`src/hdl/fetch_pkg.sv`:
```
package fetch_pkg;

    // architectural register width
    typedef logic [63:0] xlen_t;

    // uncompressed instruction word
    typedef logic [31:0] inst_t;

    // one read-data beat, two instruction words
    typedef logic [63:0] beat_t;

    // control transfer from execute, one cycle wide
    typedef struct packed {
        logic  jal;
        logic  branch_taken;
        logic  jalr;
        logic  trap;
        xlen_t src_pc;
        xlen_t imm;
        xlen_t r1data;
    } redirect_t;

    // entry handed to decode
    typedef struct packed {
        xlen_t pc;
        inst_t inst;
    } fetch_out_t;

    // read-address channel control
    typedef enum logic [1:0] {
        FETCH_RESET,
        FETCH_ISSUE,
        FETCH_HOLD
    } fetch_state_e;

endpackage

```
`src/hdl/fetch_ctrl_fsm.sv`:
```
`timescale 1ns/1ns

module fetch_ctrl_fsm #(
    parameter  int FETCH_DEPTH = 2,
    localparam int CNT_W       = $clog2(FETCH_DEPTH + 1)
) (
    input  logic             clk,
    input  logic             rst_i,
    input  fetch_pkg::xlen_t pc_i,
    input  logic             redirect_i,
    input  logic [CNT_W-1:0] inflight_cnt_i,
    input  logic [CNT_W-1:0] queue_count_i,
    input  logic             ar_ready_i,
    output logic             ar_valid_o,
    output fetch_pkg::xlen_t ar_addr_o,
    output logic             issue_o,
    output logic             issue_stale_o
);

    fetch_pkg::fetch_state_e state_q;
    fetch_pkg::xlen_t        hold_addr_q;
    fetch_pkg::xlen_t        issue_addr;
    logic                    stale_q;
    logic [CNT_W:0]          occupied;
    logic                    credit_ok;

    // every slot is either in flight or waiting for decode
    assign occupied  = (CNT_W + 1)'(inflight_cnt_i) + (CNT_W + 1)'(queue_count_i);
    assign credit_ok = occupied < (CNT_W + 1)'(FETCH_DEPTH);

    assign issue_addr = {pc_i[63:3], 3'b000};

    // a redirect cycle in FETCH_ISSUE would only fetch the wrong path
    always_comb begin
        case (state_q)
            fetch_pkg::FETCH_ISSUE: ar_valid_o = credit_ok & ~redirect_i;
            fetch_pkg::FETCH_HOLD:  ar_valid_o = 1'b1;
            default:                ar_valid_o = 1'b0;
        endcase
    end

    assign ar_addr_o     = (state_q == fetch_pkg::FETCH_HOLD) ? hold_addr_q : issue_addr;
    assign issue_o       = ar_valid_o & ar_ready_i;
    assign issue_stale_o = issue_o & (stale_q | redirect_i);

    always_ff @(posedge clk) begin
        if (rst_i) begin
            state_q <= fetch_pkg::FETCH_RESET;
            stale_q <= 1'b0;
        end else begin
            case (state_q)
                fetch_pkg::FETCH_RESET: begin
                    state_q <= fetch_pkg::FETCH_ISSUE;
                end
                fetch_pkg::FETCH_ISSUE: begin
                    if (ar_valid_o && !ar_ready_i) begin
                        state_q <= fetch_pkg::FETCH_HOLD;
                        stale_q <= 1'b0;
                    end
                end
                fetch_pkg::FETCH_HOLD: begin
                    if (ar_ready_i) begin
                        state_q <= fetch_pkg::FETCH_ISSUE;
                        stale_q <= 1'b0;
                    end else if (redirect_i) begin
                        // held request now belongs to the old path
                        stale_q <= 1'b1;
                    end
                end
                default: begin
                    state_q <= fetch_pkg::FETCH_RESET;
                end
            endcase
        end
    end

    // pc_gen may move on a redirect, so keep our own copy
    always_ff @(posedge clk) begin
        if (state_q == fetch_pkg::FETCH_ISSUE) begin
            hold_addr_q <= issue_addr;
        end
    end

    a_ar_stable: assert property (
        @(posedge clk) disable iff (rst_i)
        ar_valid_o && !ar_ready_i |=> ar_valid_o && $stable(ar_addr_o)
    );

    a_credit_limit: assert property (
        @(posedge clk) disable iff (rst_i)
        issue_o |-> occupied < (CNT_W + 1)'(FETCH_DEPTH)
    );

endmodule

```
`src/hdl/fetch_inflight_counter.sv`:
```
`timescale 1ns/1ns

module fetch_inflight_counter #(
    parameter  int FETCH_DEPTH = 2,
    localparam int CNT_W       = $clog2(FETCH_DEPTH + 1)
) (
    input  logic             clk,
    input  logic             rst_i,
    input  logic             issue_i,
    input  logic             issue_stale_i,
    input  logic             redirect_i,
    input  logic             r_valid_i,
    output logic             r_ready_o,
    output logic [CNT_W-1:0] inflight_cnt_o,
    output logic             drop_o
);

    logic [CNT_W-1:0] inflight_q;
    logic [CNT_W-1:0] stale_q;
    logic [CNT_W-1:0] inflight_left;
    logic             ret;

    // credits bound the outstanding count, so always able to sink a beat
    assign r_ready_o = inflight_q != '0;
    assign ret       = r_valid_i & r_ready_o;

    // outstanding after this cycle's return
    assign inflight_left = inflight_q - CNT_W'(ret);

    always_ff @(posedge clk) begin
        if (rst_i) begin
            inflight_q <= '0;
            stale_q    <= '0;
        end else begin
            inflight_q <= inflight_left + CNT_W'(issue_i);
            if (redirect_i) begin
                // everything still out there is wrong path now
                stale_q <= inflight_left + CNT_W'(issue_stale_i);
            end else begin
                stale_q <= stale_q - CNT_W'(ret & drop_o) + CNT_W'(issue_stale_i);
            end
        end
    end

    // responses come back in order, so stale ones are always the oldest
    assign drop_o         = stale_q != '0;
    assign inflight_cnt_o = inflight_q;

    a_no_orphan_beat: assert property (
        @(posedge clk) disable iff (rst_i)
        r_valid_i |-> inflight_q != '0
    );

endmodule

```
`src/hdl/fetch_inst_queue.sv`:
```
`timescale 1ns/1ns

module fetch_inst_queue #(
    parameter  int FETCH_DEPTH = 2,
    localparam int CNT_W       = $clog2(FETCH_DEPTH + 1),
    localparam int PTR_W       = (FETCH_DEPTH > 1) ? $clog2(FETCH_DEPTH) : 1
) (
    input  logic                  clk,
    input  logic                  rst_i,
    input  logic                  issue_i,
    input  logic                  issue_stale_i,
    input  fetch_pkg::xlen_t      pc_i,
    input  logic                  r_valid_i,
    input  logic                  r_ready_i,
    input  fetch_pkg::beat_t      r_data_i,
    input  logic                  drop_i,
    input  logic                  redirect_i,
    output logic                  out_valid_o,
    input  logic                  out_ready_i,
    output fetch_pkg::fetch_out_t out_o,
    output logic [CNT_W-1:0]      count_o
);

    // slots run head -> fill (complete) -> tail (waiting on memory)
    fetch_pkg::fetch_out_t entry_q [FETCH_DEPTH];
    logic [PTR_W-1:0]      head_q;
    logic [PTR_W-1:0]      fill_q;
    logic [PTR_W-1:0]      tail_q;
    logic [CNT_W-1:0]      used_q;
    logic [CNT_W-1:0]      count_q;
    fetch_pkg::inst_t      fill_inst;
    logic                  push;
    logic                  fill;
    logic                  pop;

    function automatic logic [PTR_W-1:0] next_ptr(input logic [PTR_W-1:0] ptr);
        next_ptr = (ptr == PTR_W'(FETCH_DEPTH - 1)) ? '0 : ptr + 1'b1;
    endfunction

    // stale requests never get a slot
    assign push = issue_i & ~issue_stale_i;
    assign fill = r_valid_i & r_ready_i & ~drop_i & ~redirect_i;
    assign pop  = out_valid_o & out_ready_i;

    // word select by pc bit 2
    assign fill_inst = entry_q[fill_q].pc[2] ? r_data_i[63:32] : r_data_i[31:0];

    always_ff @(posedge clk) begin
        if (push) begin
            entry_q[tail_q].pc <= pc_i;
        end
        if (fill) begin
            entry_q[fill_q].inst <= fill_inst;
        end
    end

    always_ff @(posedge clk) begin
        if (rst_i) begin
            head_q  <= '0;
            fill_q  <= '0;
            tail_q  <= '0;
            used_q  <= '0;
            count_q <= '0;
        end else if (redirect_i) begin
            head_q  <= '0;
            fill_q  <= '0;
            tail_q  <= '0;
            used_q  <= '0;
            count_q <= '0;
        end else begin
            if (push) begin
                tail_q <= next_ptr(tail_q);
            end
            if (fill) begin
                fill_q <= next_ptr(fill_q);
            end
            if (pop) begin
                head_q <= next_ptr(head_q);
            end
            used_q  <= used_q + CNT_W'(push) - CNT_W'(pop);
            count_q <= count_q + CNT_W'(fill) - CNT_W'(pop);
        end
    end

    // flushed entries must not reach decode in the redirect cycle
    assign out_valid_o = (count_q != '0) & ~redirect_i;
    assign out_o       = entry_q[head_q];
    assign count_o     = count_q;

    a_no_push_full: assert property (
        @(posedge clk) disable iff (rst_i)
        push |-> used_q < CNT_W'(FETCH_DEPTH)
    );

endmodule

```
`src/hdl/fetch_pc_gen.sv`:
```
`timescale 1ns/1ns

module fetch_pc_gen #(
    parameter fetch_pkg::xlen_t RESET_PC = 64'h8000_0000
) (
    input  logic                 clk,
    input  logic                 rst_i,
    input  logic                 issue_i,
    input  fetch_pkg::redirect_t redirect_i,
    input  fetch_pkg::xlen_t     mtvec_i,
    output fetch_pkg::xlen_t     pc_o,
    output logic                 redirect_o
);

    fetch_pkg::xlen_t pc_q;
    fetch_pkg::xlen_t jalr_sum;
    fetch_pkg::xlen_t target;

    assign redirect_o = redirect_i.jal | redirect_i.branch_taken |
                        redirect_i.jalr | redirect_i.trap;

    assign jalr_sum = redirect_i.r1data + redirect_i.imm;

    // pc-relative first, then register-based, trap last
    always_comb begin
        if (redirect_i.jal || redirect_i.branch_taken) begin
            target = redirect_i.src_pc + redirect_i.imm;
        end else if (redirect_i.jalr) begin
            target = {jalr_sum[63:1], 1'b0};
        end else begin
            target = mtvec_i;
        end
    end

    // issue_i only pulses for requests on the current path
    always_ff @(posedge clk) begin
        if (rst_i) begin
            pc_q <= RESET_PC;
        end else if (redirect_o) begin
            pc_q <= target;
        end else if (issue_i) begin
            pc_q <= pc_q + 64'd4;
        end
    end

    assign pc_o = pc_q;

    // no compressed instructions, so every fetch pc is word aligned
    a_pc_aligned: assert property (
        @(posedge clk) disable iff (rst_i)
        pc_o[1:0] == 2'b00
    );

endmodule

```
`src/hdl/fetch_unit.sv`:
```
`timescale 1ns/1ns

module fetch_unit #(
    parameter fetch_pkg::xlen_t RESET_PC    = 64'h8000_0000,
    parameter int               FETCH_DEPTH = 2
) (
    input  logic                  clk,
    input  logic                  rst_i,
    input  fetch_pkg::redirect_t  redirect_i,
    input  fetch_pkg::xlen_t      mtvec_i,
    output logic                  ar_valid_o,
    input  logic                  ar_ready_i,
    output fetch_pkg::xlen_t      ar_addr_o,
    input  logic                  r_valid_i,
    output logic                  r_ready_o,
    input  fetch_pkg::beat_t      r_data_i,
    output logic                  out_valid_o,
    input  logic                  out_ready_i,
    output fetch_pkg::fetch_out_t out_o
);

    localparam int CNT_W = $clog2(FETCH_DEPTH + 1);

    fetch_pkg::xlen_t pc;
    logic             redirect;
    logic             issue;
    logic             issue_stale;
    logic             pc_advance;
    logic             drop;
    logic [CNT_W-1:0] inflight_cnt;
    logic [CNT_W-1:0] queue_count;

    // a stale handshake leaves the redirect target in place
    assign pc_advance = issue & ~issue_stale;

    fetch_pc_gen #(
        .RESET_PC (RESET_PC)
    ) u_pc_gen (
        .clk        (clk),
        .rst_i      (rst_i),
        .issue_i    (pc_advance),
        .redirect_i (redirect_i),
        .mtvec_i    (mtvec_i),
        .pc_o       (pc),
        .redirect_o (redirect)
    );

    fetch_ctrl_fsm #(
        .FETCH_DEPTH (FETCH_DEPTH)
    ) u_ctrl_fsm (
        .clk            (clk),
        .rst_i          (rst_i),
        .pc_i           (pc),
        .redirect_i     (redirect),
        .inflight_cnt_i (inflight_cnt),
        .queue_count_i  (queue_count),
        .ar_ready_i     (ar_ready_i),
        .ar_valid_o     (ar_valid_o),
        .ar_addr_o      (ar_addr_o),
        .issue_o        (issue),
        .issue_stale_o  (issue_stale)
    );

    fetch_inflight_counter #(
        .FETCH_DEPTH (FETCH_DEPTH)
    ) u_inflight_counter (
        .clk            (clk),
        .rst_i          (rst_i),
        .issue_i        (issue),
        .issue_stale_i  (issue_stale),
        .redirect_i     (redirect),
        .r_valid_i      (r_valid_i),
        .r_ready_o      (r_ready_o),
        .inflight_cnt_o (inflight_cnt),
        .drop_o         (drop)
    );

    fetch_inst_queue #(
        .FETCH_DEPTH (FETCH_DEPTH)
    ) u_inst_queue (
        .clk           (clk),
        .rst_i         (rst_i),
        .issue_i       (issue),
        .issue_stale_i (issue_stale),
        .pc_i          (pc),
        .r_valid_i     (r_valid_i),
        .r_ready_i     (r_ready_o),
        .r_data_i      (r_data_i),
        .drop_i        (drop),
        .redirect_i    (redirect),
        .out_valid_o   (out_valid_o),
        .out_ready_i   (out_ready_i),
        .out_o         (out_o),
        .count_o       (queue_count)
    );

endmodule

```
`config.mk`:
```
export PLATFORM = sky130hd
export DESIGN_NAME = fetch_unit
export DESIGN_NICKNAME = d
export VERILOG_FILES = /design/src/hdl/fetch_pkg.sv /design/src/hdl/fetch_ctrl_fsm.sv /design/src/hdl/fetch_inflight_counter.sv /design/src/hdl/fetch_inst_queue.sv /design/src/hdl/fetch_pc_gen.sv /design/src/hdl/fetch_unit.sv
export SDC_FILE = /design/constraint.sdc
export NUM_CORES = 1
export LEC_CHECK = 0
export BUFFER_PORTS_ARGS = -buffer_cell sky130_fd_sc_hd__buf_2
export CORE_UTILIZATION = 45
export CTS_BUF_LIST = sky130_fd_sc_hd__clkbuf_8
export CTS_CLUSTER_DIAMETER = 40
export DETAILED_ROUTE_END_ITERATION = 8
export PLACE_DENSITY_LB_ADDON = 0.08
export RECOVER_POWER = 50
export SYNTH_ARGS = -nofsm -noshare
export SYNTH_HDL_FRONTEND = slang
export SYNTH_SLANG_ARGS = --single-unit
```
`constraint.sdc`:
```
create_clock -name clk -period 7.5 [get_ports clk]
set_clock_uncertainty 0.15 [all_clocks]
set_input_delay 0.375 -clock clk [delete_from_list [all_inputs] [get_ports clk]]
set_output_delay 0.375 -clock clk [all_outputs]
set_load 0.02 [all_outputs]
```
After elaboration in Yosys (flattened, before gate mapping)
Memory sizes are Yosys's and may differ from the RTL's. A register that Yosys moved wholly into a read port is not among the register bits. Index checks and enable logic that the tools add are counted.

Reductions and logical operators: 12. Bitwise gates (word level): 17. Equality and inequality tests: 5. Add/sub/neg operators: 14. Muxes and demuxes: 26. Magnitude comparators: 1.

Operator list (count): 64-bit two-way mux (5); 64-bit adder (2); 64-bit by 3-bit adder with 64-bit output, second input constant (1); 32-bit two-way mux (1); 1-bit two-way mux (14); 1-bit AND (10); 2-bit nonzero test (5); 2-bit by 1-bit adder with 2-bit output (4); 2-bit two-way mux (3); 2-bit case mux with 3 select lines (1); 1-bit bitwise OR (4); 1-bit case mux with 2 select lines (2); 2-bit by 1-bit subtractor with 2-bit output (2); 1-bit adder, second input constant (3); 2-bit by 2-bit adder with 3-bit output (1); 3-bit by 2-bit < comparator with 1-bit output, second input constant (1); 3-bit by 2-bit inequality test with 1-bit output, second input constant (1); 1-bit inverter (3); 3-bit AND reduction (1); 2-bit by 1-bit equality test with 1-bit output, second input constant (1); 2-bit equality test, second input constant (1); 2-bit zero test (1); 2-bit by 1-bit inequality test with 1-bit output, second input constant (1); 2-bit inequality test, second input constant (1); other kinds (6) (6).

Flip-flop bits (word level): 137. Output and inout port bits: 163. RAM bits: 192. Bits of input ports: 329. Memories: 1. Word-level logic and storage cells: 86.

Memories: u_inst_queue.entry_q (depth 2, width 96, read ports 2, clocked after memory_dff 2, wr ports 2, RTL line fetch_inst_queue.sv:25) `fetch_pkg::fetch_out_t entry_q [FETCH_DEPTH];`.

Logic depth before layout (Yosys ltp)
Depth after elaboration: 12. Depth in mapped cells: 13. Mapped depth without buffers: 13.

Modules after synthesis
A second synthesis with hierarchy kept.

Cell total of the unflattened synthesis: 2226. Area, all modules: 22704.3 µm².

Modules (own cells, without submodules): fetch_pc_gen (sequential area each 1281.2 µm², times used 1, cells each 1655, area each 11681.2 µm²); fetch_inst_queue (sequential area each 5905.7 µm², times used 1, cells each 372, area each 7800.0 µm²); fetch_ctrl_fsm (sequential area each 1891.8 µm², times used 1, cells each 171, area each 2907.8 µm²); fetch_inflight_counter (sequential area each 80.1 µm², times used 1, cells each 27, area each 301.5 µm²); fetch_unit (sequential area each 0.0 µm², times used 1, cells each 1, area each 13.8 µm²).

Least setup slack after synthesis
OpenSTA, ideal clock, no wires.

Path kind: reg2reg. Start point: register u_ctrl_fsm.state_q[1]. End point: memory u_inst_queue.entry_q[0][32] (netlist name), enable pin. Path buffers: 0. Arrival: 5.551 ns. Data required time: 6.863 ns. Clock period less this slack: 6.187 ns. Cell stages (with the launch flop): 7. Slack: 1.313 ns. Setup time: 0.487 ns. Cells stage by stage: dfxtp_1 > inv_1 > ha_1 > a31oi_1 > nor4b_2 > nand2_1 > nor2_1.

RTL lines: from (decl) (RTL line fetch_ctrl_fsm.sv:20) `fetch_pkg::fetch_state_e state_q;`; from (signal assigned) (RTL line fetch_ctrl_fsm.sv:48) `state_q <= fetch_pkg::FETCH_RESET;`; from (signal assigned) (RTL line fetch_ctrl_fsm.sv:53) `state_q <= fetch_pkg::FETCH_ISSUE;`; from (signal assigned) (RTL line fetch_ctrl_fsm.sv:57) `state_q <= fetch_pkg::FETCH_HOLD;`; to (decl) (RTL line fetch_inst_queue.sv:25).

Worst setup path after layout
Start point: input port redirect_i[195] (netlist name). End point: register u_inst_queue.count_q[1], in the netlist u_inst_queue.count_o[1].

Cells in the longest elaborated chain, start to end: 7. Elaborated cells between the ends (all ways): 10. Those cells by class: add/sub (2); bitwise (7); reduce/logical (1).

RTL lines: from (decl) (RTL line fetch_unit.sv:9) `input fetch_pkg::redirect_t redirect_i,`; 1-bit bitwise OR (2 in series) (RTL line fetch_pc_gen.sv:19) `assign redirect_o = redirect_i.jal | redirect_i.branch_taken |`; 1-bit bitwise OR (RTL line fetch_pc_gen.sv:20) `redirect_i.jalr | redirect_i.trap;`; 1-bit inverter (RTL line fetch_inst_queue.sv:86) `assign out_valid_o = (count_q != '0) & ~redirect_i;`; 1-bit AND (RTL line fetch_inst_queue.sv:86); 1-bit AND (RTL line fetch_inst_queue.sv:43) `assign pop = out_valid_o & out_ready_i;`; named net u_inst_queue.pop (RTL line fetch_inst_queue.sv:34) `logic pop;`; 2-bit by 1-bit subtractor with 2-bit output (RTL line fetch_inst_queue.sv:81) `count_q <= count_q + CNT_W'(fill) - CNT_W'(pop);`; to (signal assigned) (RTL line fetch_inst_queue.sv:81); to (decl) (RTL line fetch_inst_queue.sv:30) `logic [CNT_W-1:0] count_q;`.

The timed path passes the listed nets, and every way through them passes these cells. A chain may end at the register's enable or synchronous reset.

==> impl_metrics.xml <==
<?xml version="1.0" encoding="UTF-8"?>
<metrics>
  <group name="hold_path">
    <metric name="worst_hold_path_type" unit="">primary input to register</metric>
    <metric name="hold_path_startpoint" unit="">mtvec_i[55]</metric>
    <metric name="hold_path_end" unit="">u_pc_gen.pc_o[55]$_SDFFE_PP0P_</metric>
    <metric name="holdPathStages" unit="">5</metric>
  </group>
  <group name="cts">
    <metric name="numCtsBuffers" unit="">55</metric>
    <metric name="clockBufferDepth" unit="">3</metric>
    <metric name="clock_tree.root_cell" unit="">sky130_fd_sc_hd__clkbuf_8</metric>
    <metric name="clkSinkCount" unit="">331</metric>
    <metric name="clkSlewWorstSetupHoldPaths" unit="ns">0.06</metric>
    <metric name="clock_tree.htree_level_count" unit="">2</metric>
    <metric name="post_cts.resized_instances" unit="">0</metric>
    <metric name="worstSkewPairLatency" unit="ns">0.65</metric>
    <metric name="tritoncts_clock_tree" unit="">built</metric>
  </group>
  <group name="synth">
    <metric name="top_ff_cell_synth" unit="">sky130_fd_sc_hd__edfxtp_1</metric>
    <metric name="yosys_warnings" unit="">0</metric>
    <metric name="synth-async-reset-ratio" unit="%">0</metric>
    <metric name="syn-instance-count" unit="">2301</metric>
    <metric name="number_of_distinct_library_cells_after_synthesis" unit="">89</metric>
    <metric name="synth-edff-count" unit="">253</metric>
    <metric name="post_synthesis_sequential_element_count" unit="">331</metric>
    <metric name="syn_area" unit="mm2">0.02275</metric>
    <metric name="avg_synthesized_cell_area" unit="um2">9.887</metric>
    <metric name="synth-seq-area-share" unit="%">40.26</metric>
  </group>
  <group name="setup_path">
    <metric name="crit_path_buffers_inverters" unit="">4</metric>
    <metric name="timing.critical_path.arrival" unit="ns">5.70</metric>
    <metric name="cpLargestDelayFamily" unit="">buffers and inverters</metric>
    <metric name="worst-r2r-setup-slack" unit="ns">2.64</metric>
    <metric name="crit_path_max_fanout" unit="">64</metric>
    <metric name="crit_path_top_delay_cell" unit="">sky130_fd_sc_hd__clkbuf_1</metric>
    <metric name="crit-reg2reg-launch" unit="">u_inflight_counter.inflight_cnt_o[0]$_SDFF_PP0_</metric>
    <metric name="crit_path_frequent_cell" unit="">sky130_fd_sc_hd__nor2_1</metric>
    <metric name="path_class" unit="">primary input to register</metric>
    <metric name="crit_path_start_kind" unit="">primary input</metric>
    <metric name="regToRegEndpoint" unit="">u_inst_queue.entry_q[0][48]$_DFFE_PP_</metric>
    <metric name="r2r.worst_path.cells" unit="">10</metric>
    <metric name="nature_of_the_critical_path_endpoint" unit="">register</metric>
    <metric name="cp_slowest_stage_delay" unit="ns">2.14</metric>
    <metric name="worstPathCellList" unit="">clkbuf_1 &gt; or2_2 &gt; clkbuf_1 &gt; nor2_1 &gt; nand2_1 &gt; buf_4 &gt; nor2_1 &gt; and2_0 &gt; ha_1 &gt; inv_1 &gt; ha_1 &gt; xor2_1 &gt; xnor2_1 &gt; nor2_1</metric>
    <metric name="cp_num_cells" unit="">14</metric>
    <metric name="timing.critical_path.required" unit="ns">7.84</metric>
  </group>
  <group name="floorplan">
    <metric name="placeable_area" unit="mm2">0.04997</metric>
    <metric name="initial_utilization" unit="%">45.53</metric>
    <metric name="fp.dieArea" unit="mm2">0.05146</metric>
    <metric name="row_count" unit="">82</metric>
    <metric name="die_h" unit="um">226.9</metric>
    <metric name="die_width" unit="um">226.9</metric>
    <metric name="ios" unit="">492</metric>
  </group>
  <group name="global_route">
    <metric name="grt_busiest_layer" unit="">met2</metric>
    <metric name="first_global_vias" unit="">19620</metric>
    <metric name="grt_pass1_wl" unit="um">117400</metric>
    <metric name="globalRouteTotalUtil" unit="%">30.29</metric>
    <metric name="gr_met3_demand_resource" unit="%">5.339</metric>
    <metric name="met1_usage" unit="%">44.01</metric>
    <metric name="antenna_found_initial" unit="">6</metric>
    <metric name="remaining_overflow_grt" unit="">0</metric>
    <metric name="global_route_met2_utilization" unit="%">45.90</metric>
    <metric name="maximum_number_of_pins_on_one_net_before_global_route_repair" unit="">72</metric>
  </group>
  <group name="placement">
    <metric name="dpl.hpwl" unit="um">62770</metric>
    <metric name="placed_cell_area" unit="mm2">0.02573</metric>
    <metric name="finalWeightedCongestion" unit="">0.9878</metric>
    <metric name="numPortBuffers" unit="">488</metric>
  </group>
  <group name="flow_run">
    <metric name="max_cap_violations" unit="">4</metric>
  </group>
  <group name="finish">
    <metric name="layout_commonest_cell" unit="">sky130_fd_sc_hd__buf_2</metric>
    <metric name="flow.area_growth_from_synthesis" unit="%">20.74</metric>
    <metric name="final_area" unit="mm2">0.02747</metric>
    <metric name="final_cell_mix" unit="">468 x sky130_fd_sc_hd__buf_2, 253 x sky130_fd_sc_hd__edfxtp_1, 196 x sky130_fd_sc_hd__a21oi_1, 183 x sky130_fd_sc_hd__mux2_2, 174 x sky130_fd_sc_hd__nand2_1</metric>
    <metric name="fin_nets" unit="">3289</metric>
    <metric name="layout_cell_share_with_drive_strength_beyond_1" unit="%">26.96</metric>
    <metric name="filler_cell_count" unit="">4517</metric>
  </group>
  <group name="timing">
    <metric name="min_period_over_period" unit="%">71.55</metric>
    <metric name="final.setup.tns" unit="ns">0</metric>
    <metric name="period_needed" unit="ns">5.366</metric>
    <metric name="highest_achievable_clock_rate" unit="MHz">186.3</metric>
    <metric name="timing.final.setup_violations" unit="">0</metric>
    <metric name="unrepaired_setup_endpoints_after_global_routing" unit="">false</metric>
    <metric name="relative_slew_slack" unit="%">-159.0</metric>
    <metric name="maxSlewViolCount" unit="">215</metric>
    <metric name="hold_violations" unit="">0</metric>
    <metric name="worst-slew-pin-transition" unit="ns">3.885</metric>
  </group>
  <group name="route">
    <metric name="wirelength" unit="um">81100</metric>
    <metric name="drtIter0Drc" unit="">1556</metric>
    <metric name="drt-wirelength-per-cell" unit="um">22.91</metric>
    <metric name="post_drt_via_cell_ratio" unit="">5.911</metric>
    <metric name="first_pass_iters" unit="">5</metric>
    <metric name="route.antenna.remaining_nets" unit="">0</metric>
    <metric name="routed-via-count" unit="">20920</metric>
    <metric name="drc" unit="">0</metric>
  </group>
  <group name="power">
    <metric name="power.share.switching" unit="%">35.77</metric>
    <metric name="internal_power" unit="mW">3.642</metric>
    <metric name="switching_power" unit="mW">2.028</metric>
    <metric name="p_leak" unit="nW">11.14</metric>
    <metric name="pwr_density_cell" unit="mW/mm2">206.4</metric>
    <metric name="seqPwrFrac" unit="%">42.0</metric>
    <metric name="clock_power_share" unit="%">26.5</metric>
    <metric name="power.combinational.fraction" unit="%">31.6</metric>
    <metric name="peakVddDrop" unit="uV">209.8</metric>
  </group>
  <group name="status">
    <metric name="outcome" unit="">finished, violations left</metric>
    <metric name="failed_checks" unit="">capacitance limit, slew limit</metric>
  </group>
</metrics>
[Yosys cell counts, types with 12 or more instances]
| library cell | n | share of area [%] |
|---|---|---|
| sky130_fd_sc_hd__mux2i_1 | 13 | 0.57 |
| sky130_fd_sc_hd__o21a_1 | 24 | 0.79 |
| sky130_fd_sc_hd__and2_1 | 15 | 0.41 |
| sky130_fd_sc_hd__nand3_1 | 57 | 1.3 |
| sky130_fd_sc_hd__xor2_1 | 92 | 3.5 |
| sky130_fd_sc_hd__clkbuf_1 | 95 | 1.6 |
| sky130_fd_sc_hd__ha_1 | 140 | 7.7 |
| sky130_fd_sc_hd__a31oi_1 | 21 | 0.58 |
| sky130_fd_sc_hd__nand2b_1 | 16 | 0.44 |
| sky130_fd_sc_hd__o211ai_1 | 25 | 0.82 |
| sky130_fd_sc_hd__a21o_1 | 56 | 1.8 |
| sky130_fd_sc_hd__dfxtp_1 | 78 | 6.9 |
| sky130_fd_sc_hd__inv_1 | 61 | 1.0 |
| sky130_fd_sc_hd__nand4_1 | 56 | 1.5 |
| sky130_fd_sc_hd__xnor2_1 | 79 | 3.0 |
| sky130_fd_sc_hd__o22ai_1 | 16 | 0.44 |
| sky130_fd_sc_hd__a221oi_1 | 16 | 0.62 |
| sky130_fd_sc_hd__a211oi_1 | 43 | 1.4 |
| sky130_fd_sc_hd__o21ai_0 | 116 | 2.6 |
| sky130_fd_sc_hd__nor2_1 | 140 | 2.3 |
| sky130_fd_sc_hd__nor4_1 | 14 | 0.38 |
| sky130_fd_sc_hd__nor3_1 | 39 | 0.86 |
| sky130_fd_sc_hd__o21bai_1 | 26 | 0.86 |
| sky130_fd_sc_hd__edfxtp_1 | 253 | 33 |
| sky130_fd_sc_hd__buf_1 | 15 | 0.25 |
| sky130_fd_sc_hd__o21ai_1 | 14 | 0.31 |
| sky130_fd_sc_hd__nand2_1 | 174 | 2.9 |
| sky130_fd_sc_hd__mux2_2 | 191 | 9.5 |
| sky130_fd_sc_hd__buf_2 | 12 | 0.26 |
| sky130_fd_sc_hd__a21oi_1 | 196 | 4.3 |
| sky130_fd_sc_hd__and3_1 | 36 | 0.99 |
[metal layers]
| layer | routed length, um | up-vias |
|---|---|---|
| met1 | 37300 | 10070 |
| met3 | 6627 | 103 |
| met4 | 1865 | 2 |
| li1 | - | 9761 |
| met5 | 16 | - |
| met2 | 35290 | 988 |
[through the flow]
step | std cells | hold slack [ns] | util [%] | worst slack, ns | power, mW
after floorplan | 2303 | 0.2703 | - | 1.313 | 3.470
after global placement | 3357 | 0.2881 | 51.51 | 3.539 | 4.114
after detailed placement | 3357 | 0.2941 | 51.51 | 3.478 | 4.126
after CTS | 3535 | 0.001556 | 55.09 | 3.510 | 5.663
after global routing | 3540 | 0.02010 | 54.98 | 1.926 | 5.941
final | 3540 | 0.02518 | 54.98 | 2.134 | 5.671
[sequential cells by signal, summed over array words and instances, names as in the netlist, named ones only]
register and flops:
u_ctrl_fsm.state_q 2, u_inst_queue.tail_q 1, u_inflight_counter.inflight_cnt_o 2, u_ctrl_fsm.stale_q 1, u_pc_gen.pc_o 64, u_ctrl_fsm.hold_addr_q 61, u_inst_queue.head_q 1, u_inflight_counter.stale_q 2
u_inst_queue.fill_q 1, u_inst_queue.entry_q 192, u_inst_queue.count_o 2
[logic make-up after synthesis]
group,synth area share (%)
and+or+nand+nor,12.97
buffers and inverters,3.184
adders and majority gates,7.963
muxes,10.03
other,0.01648
xor gates and xnor gates,6.583
AOI/OAI and AO/OA,19.00
DFF,40.26
[power by group through the flow]
stage	Combinational [mW]	Sequential, mW	Clock [mW]
2_1_floorplan	1.14	2.33	0
3_3_place_gp	1.73	2.39	0
3_5_place_dp	1.73	2.40	0
4_1_cts	1.77	2.36	1.53
5_1_grt	1.92	2.40	1.62
6_report	1.79	2.38	1.50
[tightest hold or removal path: stages]
cell and delay (ns):
sky130_fd_sc_hd__buf_2 0.08, sky130_fd_sc_hd__o21ai_0 0.09, sky130_fd_sc_hd__a21oi_1 0.11, sky130_fd_sc_hd__o21ai_0 0.08
sky130_fd_sc_hd__o21ai_1 0.06
[repair_timing]
action | CTS | global route
buffers inserted | 0 | 0
hold buffers | 75 | 0
endpoints found under the hold margin | 75 | 0
[final cells by class]
class	count	area, um2	share of cell area [%]
diodes	5	12.51	0.04555
clock buffers	57	784.5	2.856
clock inverters	46	254.0	0.9246
well taps	672	840.8	3.061
inverters	61	229.0	0.8335
multi-input cells	1786	12900	46.97
repair buffers	582	3288	11.97
flip-flops and latches	331	9159	33.34
[worst max path at each step]
stage                                            start                                     to  slack [ns]
finish                                 redirect_i[195]     u_inst_queue.count_o[1]$_SDFF_PP0_        2.13
global route                           redirect_i[195]     u_inst_queue.count_o[1]$_SDFF_PP0_        1.93
CTS                 u_inst_queue.count_o[0]$_SDFF_PP0_  u_inst_queue.entry_q[0][54]$_DFFE_PP_        3.51
detailed placement                      redirect_i[64]         u_pc_gen.pc_o[44]$_SDFFE_PP0P_        3.48
global placement                       redirect_i[192]  u_inst_queue.entry_q[0][54]$_DFFE_PP_        3.54
floorplan           u_ctrl_fsm.state_q[1]$_SDFFE_PP0P_  u_inst_queue.entry_q[0][32]$_DFFE_PP_        1.31
Note: power is estimated with default switching activity, not from simulation.
